===== src/hw/bp_pkg.sv =====
// widths, address split and types for the two-wide fetch predictor; tags cover PC bits 16:9 only
package bp_pkg;

    // address split: [2:0] byte offset, [8:3] index, [16:9] tag, upper bits ignored
    localparam int PC_W         = 32;
    localparam int INDEX_W      = 6;  // 64 entries
    localparam int TAG_W        = 8;
    localparam int OFFSET_W     = 3;
    localparam int INDEX_LSB    = 3;
    localparam int TAG_LSB      = 9;

    // fetch packet geometry
    localparam int PACKET_BYTES = 8;  // two slots per packet
    localparam int INSN_BYTES   = 4;

    localparam logic [PC_W-1:0] RESET_PC = 32'h0000_1000;

    localparam int CNT_W        = 16;

    typedef logic [PC_W-1:0]    pc_t;
    typedef logic [INDEX_W-1:0] btb_index_t;
    typedef logic [TAG_W-1:0]   btb_tag_t;

    // bit n set means slot n holds a taken branch
    typedef logic [1:0]         slot_mask_t;

    typedef logic [CNT_W-1:0]   cnt_t;

    typedef enum logic [0:0] {
        FG_BOOT,
        FG_FETCH
    } fetch_state_t;

endpackage

===== src/hw/branch_predict_top.sv =====
// branch prediction front end; only fetch_ready back-pressures, resolutions are always accepted
`timescale 1ns/1ps

module branch_predict_top (
    input  logic               clk,
    input  logic               rst,

    // fetch consumer
    output logic               fetch_valid,
    input  logic               fetch_ready,
    output bp_pkg::pc_t        fetch_pc,
    output bp_pkg::slot_mask_t fetch_pred_taken,
    output bp_pkg::pc_t        fetch_pred_target,

    // execute stage
    input  logic               resolve_valid,
    output logic               resolve_ready,
    input  bp_pkg::pc_t        resolve_pc,
    input  logic               resolve_taken,
    input  bp_pkg::pc_t        resolve_target,
    input  logic               resolve_pred_taken,
    input  bp_pkg::pc_t        resolve_pred_target,

    output bp_pkg::cnt_t       misp_count
);

    import bp_pkg::*;

    pc_t        lookup_pc;
    logic       lookup_hit;
    slot_mask_t lookup_taken;
    pc_t        lookup_target;

    logic       upd_valid;
    pc_t        upd_pc;
    logic       upd_taken;
    pc_t        upd_target;

    logic       redirect_valid;
    pc_t        redirect_pc;

    btb i_btb (
        .clk           (clk),
        .rst           (rst),
        .lookup_pc     (lookup_pc),
        .lookup_hit    (lookup_hit),
        .lookup_taken  (lookup_taken),
        .lookup_target (lookup_target),
        .upd_valid     (upd_valid),
        .upd_pc        (upd_pc),
        .upd_taken     (upd_taken),
        .upd_target    (upd_target)
    );

    fetch_pc_gen i_fetch_pc_gen (
        .clk               (clk),
        .rst               (rst),
        .fetch_valid       (fetch_valid),
        .fetch_ready       (fetch_ready),
        .fetch_pc          (fetch_pc),
        .fetch_pred_taken  (fetch_pred_taken),
        .fetch_pred_target (fetch_pred_target),
        .lookup_pc         (lookup_pc),
        .lookup_hit        (lookup_hit),
        .lookup_taken      (lookup_taken),
        .lookup_target     (lookup_target),
        .redirect_valid    (redirect_valid),
        .redirect_pc       (redirect_pc)
    );

    branch_resolve i_branch_resolve (
        .clk                 (clk),
        .rst                 (rst),
        .resolve_valid       (resolve_valid),
        .resolve_ready       (resolve_ready),
        .resolve_pc          (resolve_pc),
        .resolve_taken       (resolve_taken),
        .resolve_target      (resolve_target),
        .resolve_pred_taken  (resolve_pred_taken),
        .resolve_pred_target (resolve_pred_target),
        .upd_valid           (upd_valid),
        .upd_pc              (upd_pc),
        .upd_taken           (upd_taken),
        .upd_target          (upd_target),
        .redirect_valid      (redirect_valid),
        .redirect_pc         (redirect_pc),
        .misp_count          (misp_count)
    );

endmodule


===== src/hw/branch_resolve.sv =====
// resolution stage; never stalls, so resolve_ready is tied high and one update can be in flight
`timescale 1ns/1ps

module branch_resolve (
    input  logic         clk,
    input  logic         rst,

    // resolved branch from execute
    input  logic         resolve_valid,
    output logic         resolve_ready,
    input  bp_pkg::pc_t  resolve_pc,
    input  logic         resolve_taken,
    input  bp_pkg::pc_t  resolve_target,
    input  logic         resolve_pred_taken,
    input  bp_pkg::pc_t  resolve_pred_target,

    // BTB rewrite
    output logic         upd_valid,
    output bp_pkg::pc_t  upd_pc,
    output logic         upd_taken,
    output bp_pkg::pc_t  upd_target,

    // fetch redirect
    output logic         redirect_valid,
    output bp_pkg::pc_t  redirect_pc,

    output bp_pkg::cnt_t misp_count
);

    import bp_pkg::*;

    logic accept;
    logic dir_fail;
    logic tgt_fail;
    logic fail;
    pc_t  redirect_pc_d;

    logic upd_valid_q;
    pc_t  upd_pc_q;
    logic upd_taken_q;
    pc_t  upd_target_q;
    pc_t  redirect_pc_q;
    cnt_t misp_q;

    assign resolve_ready = 1'b1;
    assign accept        = resolve_valid && resolve_ready;

    // failure detection
    assign dir_fail = (resolve_taken != resolve_pred_taken);
    assign tgt_fail = resolve_taken && resolve_pred_taken
                      && (resolve_target != resolve_pred_target);
    assign fail     = accept && (dir_fail || tgt_fail);

    assign redirect_pc_d = resolve_taken ? resolve_target
                                         : resolve_pc + pc_t'(INSN_BYTES);  // fall through

    always_ff @(posedge clk) begin
        if (rst) begin
            upd_valid_q <= 1'b0;
        end else begin
            upd_valid_q <= fail;  // single-cycle pulse per failure
        end
    end

    always_ff @(posedge clk) begin
        if (fail) begin
            upd_pc_q      <= resolve_pc;
            upd_taken_q   <= resolve_taken;
            upd_target_q  <= resolve_target;
            redirect_pc_q <= redirect_pc_d;
        end
    end

    // counts at the same edge the table is written
    always_ff @(posedge clk) begin
        if (rst) begin
            misp_q <= '0;
        end else if (upd_valid_q) begin
            misp_q <= misp_q + cnt_t'(1);  // wraps
        end
    end

    assign upd_valid      = upd_valid_q;
    assign upd_pc         = upd_pc_q;
    assign upd_taken      = upd_taken_q;
    assign upd_target     = upd_target_q;
    assign redirect_valid = upd_valid_q;
    assign redirect_pc    = redirect_pc_q;
    assign misp_count     = misp_q;

endmodule


===== src/hw/fetch_pc_gen.sv =====
// fetch PC sequencer; a redirect always wins and drops the item on offer, one idle cycle after reset
`timescale 1ns/1ps

module fetch_pc_gen (
    input  logic               clk,
    input  logic               rst,

    // fetch item to the consumer
    output logic               fetch_valid,
    input  logic               fetch_ready,
    output bp_pkg::pc_t        fetch_pc,
    output bp_pkg::slot_mask_t fetch_pred_taken,
    output bp_pkg::pc_t        fetch_pred_target,

    // BTB lookup
    output bp_pkg::pc_t        lookup_pc,
    input  logic               lookup_hit,
    input  bp_pkg::slot_mask_t lookup_taken,
    input  bp_pkg::pc_t        lookup_target,

    // redirect pulse from resolution
    input  logic               redirect_valid,
    input  bp_pkg::pc_t        redirect_pc
);

    import bp_pkg::*;

    fetch_state_t state_q;
    fetch_state_t state_d;
    pc_t          pc_q;
    pc_t          pc_d;

    logic         xfer;
    logic         pred_taken;
    pc_t          seq_pc;

    assign fetch_valid       = (state_q == FG_FETCH);
    assign fetch_pc          = pc_q;
    assign lookup_pc         = pc_q;
    assign fetch_pred_taken  = lookup_hit ? lookup_taken : 2'b00;  // miss predicts nothing
    assign fetch_pred_target = lookup_target;

    assign xfer       = fetch_valid && fetch_ready;
    assign pred_taken = lookup_hit && (lookup_taken != 2'b00);
    assign seq_pc     = {pc_q[PC_W-1:OFFSET_W], {OFFSET_W{1'b0}}} + pc_t'(PACKET_BYTES);

    always_comb begin
        state_d = state_q;
        pc_d    = pc_q;
        case (state_q)
            FG_BOOT: begin
                state_d = FG_FETCH;
                pc_d    = RESET_PC;
            end
            FG_FETCH: begin
                if (xfer) begin
                    pc_d = pred_taken ? lookup_target : seq_pc;
                end
            end
            default: begin
                state_d = FG_BOOT;
            end
        endcase
        if (redirect_valid) begin  // outranks any pending transfer
            state_d = FG_FETCH;
            pc_d    = redirect_pc;
        end
    end

    always_ff @(posedge clk) begin
        if (rst) begin
            state_q <= FG_BOOT;
            pc_q    <= RESET_PC;
        end else begin
            state_q <= state_d;
            pc_q    <= pc_d;
        end
    end

endmodule


===== src/hw/btb.sv =====
// direct-mapped BTB with 64 entries and no associativity; PCs sharing an index and tag alias
`timescale 1ns/1ps

module btb (
    input  logic               clk,
    input  logic               rst,

    // lookup side, combinational
    input  bp_pkg::pc_t        lookup_pc,
    output logic               lookup_hit,
    output bp_pkg::slot_mask_t lookup_taken,
    output bp_pkg::pc_t        lookup_target,

    // update side, written on the next edge
    input  logic               upd_valid,
    input  bp_pkg::pc_t        upd_pc,
    input  logic               upd_taken,
    input  bp_pkg::pc_t        upd_target
);

    import bp_pkg::*;

    // entry storage
    btb_tag_t   tag_mem    [1<<INDEX_W];
    slot_mask_t mask_mem   [1<<INDEX_W];
    pc_t        target_mem [1<<INDEX_W];

    logic [(1<<INDEX_W)-1:0] valid_q;

    btb_index_t lk_index;
    btb_tag_t   lk_tag;
    slot_mask_t rd_mask;

    btb_index_t upd_index;
    btb_tag_t   upd_tag;
    slot_mask_t wr_mask;

    // address split
    assign lk_index  = lookup_pc[INDEX_LSB +: INDEX_W];
    assign lk_tag    = lookup_pc[TAG_LSB +: TAG_W];
    assign upd_index = upd_pc[INDEX_LSB +: INDEX_W];
    assign upd_tag   = upd_pc[TAG_LSB +: TAG_W];

    // lookup
    assign rd_mask       = mask_mem[lk_index];
    assign lookup_hit    = valid_q[lk_index] && (tag_mem[lk_index] == lk_tag);
    assign lookup_target = target_mem[lk_index];

    always_comb begin
        if (lookup_pc[OFFSET_W-1]) begin
            lookup_taken = {rd_mask[1], 1'b0};  // started in slot 1, drop slot 0
        end else begin
            lookup_taken = rd_mask;
        end
    end

    // the resolved slot decides which mask bit is set
    always_comb begin
        if (!upd_taken) begin
            wr_mask = 2'b00;
        end else if (upd_pc[OFFSET_W-1]) begin
            wr_mask = 2'b10;
        end else begin
            wr_mask = 2'b01;
        end
    end

    // whole entry rewritten on every update
    always_ff @(posedge clk) begin
        if (upd_valid) begin
            tag_mem[upd_index]    <= upd_tag;
            mask_mem[upd_index]   <= wr_mask;
            target_mem[upd_index] <= upd_target;
        end
    end

    always_ff @(posedge clk) begin
        if (rst) begin
            valid_q <= '0;
        end else if (upd_valid) begin
            valid_q[upd_index] <= 1'b1;
        end
    end

endmodule


===== config.mk =====
export PLATFORM = sky130hd
export DESIGN_NAME = branch_predict_top
export DESIGN_NICKNAME = d
export VERILOG_FILES = /design/src/hw/bp_pkg.sv /design/src/hw/branch_predict_top.sv /design/src/hw/branch_resolve.sv /design/src/hw/fetch_pc_gen.sv /design/src/hw/btb.sv
export SDC_FILE = /design/constraint.sdc
export NUM_CORES = 2
export LEC_CHECK = 0
export BUFFER_PORTS_ARGS = -buffer_cell sky130_fd_sc_hd__buf_2
export CORE_MARGIN = 3
export CORE_UTILIZATION = 31
export CTS_CLUSTER_DIAMETER = 100
export CTS_CLUSTER_SIZE = 14
export DETAILED_ROUTE_END_ITERATION = 16
export HOLD_SLACK_MARGIN = 0.06
export PLACE_DENSITY_LB_ADDON = 0.1
export SETUP_SLACK_MARGIN = 0.5
export SLEW_MARGIN = 30
export SYNTH_ARGS = -nofsm -noshare
export SYNTH_HDL_FRONTEND = slang
export SYNTH_SLANG_ARGS = --single-unit

===== constraint.sdc =====
create_clock -name clk -period 6 [get_ports clk]
set_clock_uncertainty 0.15 [all_clocks]
set_input_delay 1.2 -clock clk [delete_from_list [all_inputs] [get_ports clk]]
set_output_delay 1.2 -clock clk [all_outputs]
set_load 0.03 [all_outputs]

# [Word level (Yosys, flattened, before mapping)]
# Memories as Yosys holds them, arrays and structs flattened. A register that Yosys moved wholly into a read port is not among the register bits.
# Cells that the tools add are included.
[totals] register_bits=196 ramBits=2688 input_bits=102 out_inout_bits=84 word_cells=55 memories=3
[mem_list] memory="i_btb.target_mem" words=64 word_bits=32 rd=1 rd_clocked_by_memory_dff=1 write_ports=1 line="btb.sv:26" text="pc_t target_mem [1<<INDEX_W];"
[mem_list] memory="i_btb.tag_mem" words=64 word_bits=8 rd=1 rd_clocked_by_memory_dff=1 write_ports=1 line="btb.sv:24" text="btb_tag_t tag_mem [1<<INDEX_W];"
[mem_list] memory="i_btb.mask_mem" words=64 word_bits=2 rd=1 rd_clocked_by_memory_dff=1 write_ports=1 line="btb.sv:25" text="slot_mask_t mask_mem [1<<INDEX_W];"
[classes] n_addsub=3 n_lt_le_gt_ge=3 eq_ne=4 n_mux=22 bitwise_logic=2 reduce_logical=9
[ops] op="32-bit 2-to-1 mux" n=4
[ops] op="64-bit bitwise OR" n=1
[ops] op="32-bit one-hot mux with 2 select lines" n=1
[ops] op="6-bit 2-to-1 mux" n=6
[ops] op="32-bit by 3-bit adder with 32-bit output (second input constant)" n=1
[ops] op="32-bit by 4-bit adder with 32-bit output (second input constant)" n=1
[ops] op="32-bit != test" n=1
[ops] op="16-bit by 1-bit adder with 16-bit output (second input constant)" n=1
[ops] op="6-bit by 7-bit < comparator with 1-bit output (second input constant)" n=2
[ops] op="8-bit equality test" n=1
[ops] op="1-bit logical AND" n=7
[ops] op="1-bit binary-select mux with 6-bit select" n=1
[ops] op="1-bit demux with 6-bit select" n=1
[ops] op="6-bit by 1-bit greater-or-equal comparator with 1-bit output (second input constant)" n=1
[ops] op="1-bit 2-to-1 mux" n=6
[ops] op="2-bit 2-to-1 mux" n=3
[ops] op="3-bit by 2-bit != test with 1-bit output (second input constant)" n=1
[ops] op="2-bit nonzero test" n=1
[ops] op="1-bit logical OR" n=1
[ops] op="1-bit != test" n=1
[ops] op="1-bit NOT" n=1

# [Longest topological paths before layout]
[logic_depth] depth_word=10 depth_mapped=17 depth_no_buf=10

# [By module]
# From an unflattened synthesis, not the netlist that was laid out.
[hier_totals] cells_unflattened=5020 area_unflattened_um2=112246.4
[by_module_without_submodules] module="btb" instances=1 cells_per_inst=4279 area_per_inst_um2=104545.3 seq_area_each_um2=81998.6
[by_module_without_submodules] module="branch_resolve" instances=1 cells_per_inst=370 area_per_inst_um2=4884.7 seq_area_each_um2=3253.1
[by_module_without_submodules] module="fetch_pc_gen" instances=1 cells_per_inst=371 area_per_inst_um2=2816.5 seq_area_each_um2=660.6

# [Worst setup path before layout]
# Ideal clock, no wire load.
[synth_path] path_type="in2reg" startpoint="input resolve_pred_target[15]" endpoint="register i_branch_resolve.redirect_pc_q[0] (netlist: i_branch_resolve.redirect_pc[0]) (enable)" setup_ns=0.529 arrival_time_ns=5.141 required_time_ns=5.321 path_slack_ns=0.180 path_stages=6 path_buffers=0 path_cell_list="xnor2_1 nand4_1 nor4_1 nand4_1 a21oi_1 nor2b_1"
[synth_between] elab_chain_len=4
[synth_rtl] item="from (decl)" line="branch_predict_top.sv:22" text="input bp_pkg::pc_t resolve_pred_target,"
[synth_rtl] item="32-bit != test" line="branch_resolve.sv:51" text="&& (resolve_target != resolve_pred_target);"
[synth_rtl] item="1-bit logical AND" line="branch_resolve.sv:51"
[synth_rtl] item="1-bit logical OR" line="branch_resolve.sv:52" text="assign fail = accept && (dir_fail || tgt_fail);"
[synth_rtl] item="1-bit logical AND" line="branch_resolve.sv:52"
[synth_rtl] item="via i_branch_resolve.fail" line="branch_resolve.sv:35" text="logic fail;"
[synth_rtl] item="to (signal assigned)" line="branch_resolve.sv:70" text="redirect_pc_q <= redirect_pc_d;"
[synth_rtl] item="to (decl)" line="branch_resolve.sv:42" text="pc_t redirect_pc_q;"
# The timed path passes the listed nets, and every way through them passes these cells.
# A chain may end at the register's enable or synchronous reset.

==> run_results.csv <==
group,metric,value,unit
sta,rsz0062_at_grt,"true",
logic_synthesis,synth_cell_types,70,
critical_path,crit_arrival,4.50,ns
cells_and_area,final_nets,5812,
sta,fmax,171,MHz
power,p_sw_share,24.0,%
logic_synthesis,synth_top_area_share,74.2,%
logic_synthesis,yosys_warnings,0,
floorplanning,rows,220,
power,p_sw,9820,uW
logic_synthesis,yosys-mux-area-fraction,17.1,%
power,finalPower,40900,uW
cells_and_area,fillCellCount,33200,
placed_design,hpwl,233000,um
power,p_clk_share,34.3,%
critical_path,worstPathRequired,4.65,ns
detailed_routing,vias,57500,
sta,worstMarginPinSlew,1.05,ns
critical_path,cp-start-kind,"flop",
logic_synthesis,ys.flop_type,"edfxtp_1",
detailed_routing,firstDrtPassIters,6,
logic_synthesis,synth_top_family_by_area,"multiplexers",
grt,grt_max_degree,78,
clock_network,cts_sinks,2888,
logic_synthesis,syn_area_per_cell,21.9,sq um
placed_design,io_buffers,184,
logic_synthesis,synthAdderAreaFrac,0.0447,%
min_path,hp-class,"flop to flop",
logic_synthesis,synthCells,5123,
floorplanning,die_y,607,um
min_path,holdPathEnd,"i_btb.valid_q[45]",
logic_synthesis,synthXorXnorAreaFrac,0.821,%
critical_path,timing.rr.end,"i_fetch_pc_gen.fetch_pc[9]",
sta,fin_crit_sh,97.5,%
cells_and_area,drive_gt1_share,32.0,%
clock_network,clockBufferDepth,4,
floorplanning,top_level_ports,186,
clock_network,cts_buffers,228,
cells_and_area,final_cell_area,131000,sq um
logic_synthesis,synthesis.nets,5229,
power,pwr-share-seq,55.4,%
grt,grt_pass1_vias,57800,
grt,grt_antenna_before_repair,29,
logic_synthesis,yosys-top-cells-area,"edfxtp_1 (74%), mux4_2 (16%), dfxtp_1 (2.1%), nor2_1 (0.83%), mux2i_1 (0.72%)",
floorplanning,core_area,359000,sq um
critical_path,r2r_slack,1.01,ns
logic_synthesis,synth_area,112000,sq um
logic_synthesis,synth-simple-area-share,2.44,%
status,status,"complete, no violations",
logic_synthesis,synth_area_leader_cell,"edfxtp_1",
floorplanning,fp.dieW,607,um
logic_synthesis,synth_edf_count,2768,
logic_synthesis,yosysSeqAreaShare,76.4,%
detailed_routing,routed_wl,421000,um
sta,finalHoldViolations,0,
clock_network,ctsHoldBuffers,0,
cells_and_area,multiInputGateArea,25800,sq um
cells_and_area,area_delta_synth_final,16.6,%
critical_path,path_max_fanout,21,
grt,grt_pass1_wl,555000,um
critical_path,ff2ff_path_depth,14,
detailed_routing,wl_per_cell,39.8,um
detailed_routing,drt_iter0_drc,7127,
min_path,hold_depth,1,
clock_network,htreeDepth,4,
clock_network,clk_latency,0.91,ns
floorplanning,initial_core_util,31.2,%
critical_path,critPathKind,"flop to output port",
detailed_routing,drc,0,
grt,gr-total-overflow,0,
critical_path,cp-end-kind,"output port",
logic_synthesis,ys_seq_elements,2888,
cells_and_area,regArea,85500,sq um
power,p_int,31100,uW
logic_synthesis,synth_compound_area_share,1.89,%
placed_design,place.gp.congestion,0.809,
grt,grt_use_total,22.5,%
clock_network,cts.clk_slew.worst_paths,0.07,ns
floorplanning,die_area,368000,sq um
logic_synthesis,synthArstFlopShare,0,%
detailed_routing,ant_nets,0,
job,cap_violations,0,
logic_synthesis,synth.most_common_cell,"edfxtp_1",
clock_network,tritoncts,"built",
sta,min_period,5.85,ns
power,p_leak,0.0393,uW
placed_design,placed_cell_area,121000,sq um
sta,slew_headroom,29.5,%
power,power_density,313,nW/um^2
logic_synthesis,ys_top_cells_by_count,"edfxtp_1 (2,768), mux4_2 (782), nor2_1 (247)",
sta,finalSetupViolCount,0,
sta,final_max_slew_viol_count,0,
clock_network,ctsRootBufferMaster,"clkbuf_16",
detailed_routing,routed_via_density,5.45,
power,vdd_drop_max,0.227,mV
min_path,min_from,"i_btb.valid_q[45]",
power,combPwrFrac,10.3,%
==> cell type report <==
class / count / area share [%]
Sequential cell: 2888 / 65.5
Multi-Input combinational cell: 1929 / 19.7
Timing Repair Buffer: 644 / 5.46
Tap cell: 4773 / 4.57
Clock buffer: 269 / 4.55
Clock inverter: 8 / 0.0843
Antenna cell: 34 / 0.0651
Inverter: 15 / 0.0489
==> power by group through the flow <==
stage	combinational [uW]	sequential, uW	clock [uW]
final	4200	22700	14000
after global routing	4390	22700	15100
after CTS	4160	22700	14400
after detailed placement	3720	23100	0
after global placement	3680	23100	0
after floorplan	1900	23300	0
==> per-layer routing <==
metal | routed length (um) | global-route usage [%] | vias up | share of wire, %
met5 | 13 | 0 | - | 0.0031
met4 | 16600 | 7.89 | 2 | 3.9
met3 | 21200 | 2.92 | 491 | 5.0
met2 | 207000 | 37.6 | 1945 | 49
met1 | 176000 | 30.3 | 32500 | 42
li1 | - | - | 22600 | -
==> layout by cell type, fill, tap and decap left out, types with 58 or more instances in the layout <==
master | synthesis | layout
nor2_4 | 0 | 63
clkbuf_16 | 0 | 240
buf_2 | 89 | 165
edfxtp_1 | 2768 | 2768
o21ai_0 | 74 | 70
buf_12 | 0 | 77
nand2_1 | 130 | 128
dfxtp_1 | 120 | 110
mux4_2 | 782 | 783
xnor2_1 | 60 | 58
nor2_1 | 247 | 182
mux2i_1 | 80 | 77
buf_4 | 38 | 284
==> timing repair <==
item                       in CTS  in global routing
gates cloned                   38                  9
gates resized for setup       185                 41
setup endpoints to repair      34                 19
setup buffers                  68                 23
pin swaps                      13                 12
==> critical path, stage by stage, from the launching register on <==
cell and delay [ns]:
dfxtp_4 0.75, buf_4 0.51, nand2_1 0.37, a21oi_1 0.32, o31a_1 0.18, o2111ai_2 0.15
or3_4 0.37, nor4_4 0.47, buf_4 0.19, and2_4 0.13, buf_6 0.12
==> state kept, by name, indices dropped and copies added, names as in the netlist, 15 cells and up, named ones only <==
| register | count |
|---|---|
| i_branch_resolve.misp_count | 16 |
| i_fetch_pc_gen.fetch_pc | 32 |
| i_branch_resolve.upd_pc | 15 |
| i_branch_resolve.redirect_pc | 32 |
| i_btb.tag_mem | 512 |
| i_btb.valid_q | 64 |
| i_btb.mask_mem | 128 |
| i_branch_resolve.upd_target | 32 |
| i_btb.target_mem | 2048 |
==> how the worst max path moves through the flow <==
stage	start	end	slack (ns)
2_1_floorplan	flop	fetch_pred_target[27]	1.33
3_3_place_gp	flop	fetch_pred_taken[1]	-0.23
3_5_place_dp	flop	fetch_pred_taken[1]	-0.12
4_1_cts	flop	fetch_pred_taken[1]	0.15
5_1_grt	flop	fetch_pred_taken[1]	0.08
6_report	flop	fetch_pred_taken[1]	0.15
==> logic make-up after synthesis <==
logic type      after synthesis
fa+ha+maj                     4
other cells                   1
xor+xnor                    105
simple gates                591
flops                      2888
compound gates              320
mux                         908
buf+inv                     306
==> metrics by stage <==
step / worst slack, ns / TNS, ns / instances / util (%) / hold WS [ns]
after CTS: 0.149 / 0 / 10500 / 36.1 / 0.256
final: 0.147 / 0 / 10600 / 36.3 / 0.320
after detailed placement: -0.116 / -0.221 / 10100 / 33.7 / 0.305
after floorplan: 1.33 / 0 / 5123 / - / 0.285
after global placement: -0.227 / -0.425 / 10100 / 33.7 / 0.293
after global routing: 0.0810 / 0 / 10600 / 36.3 / 0.303
No activity file was read; power rests on OpenSTA's default activity.
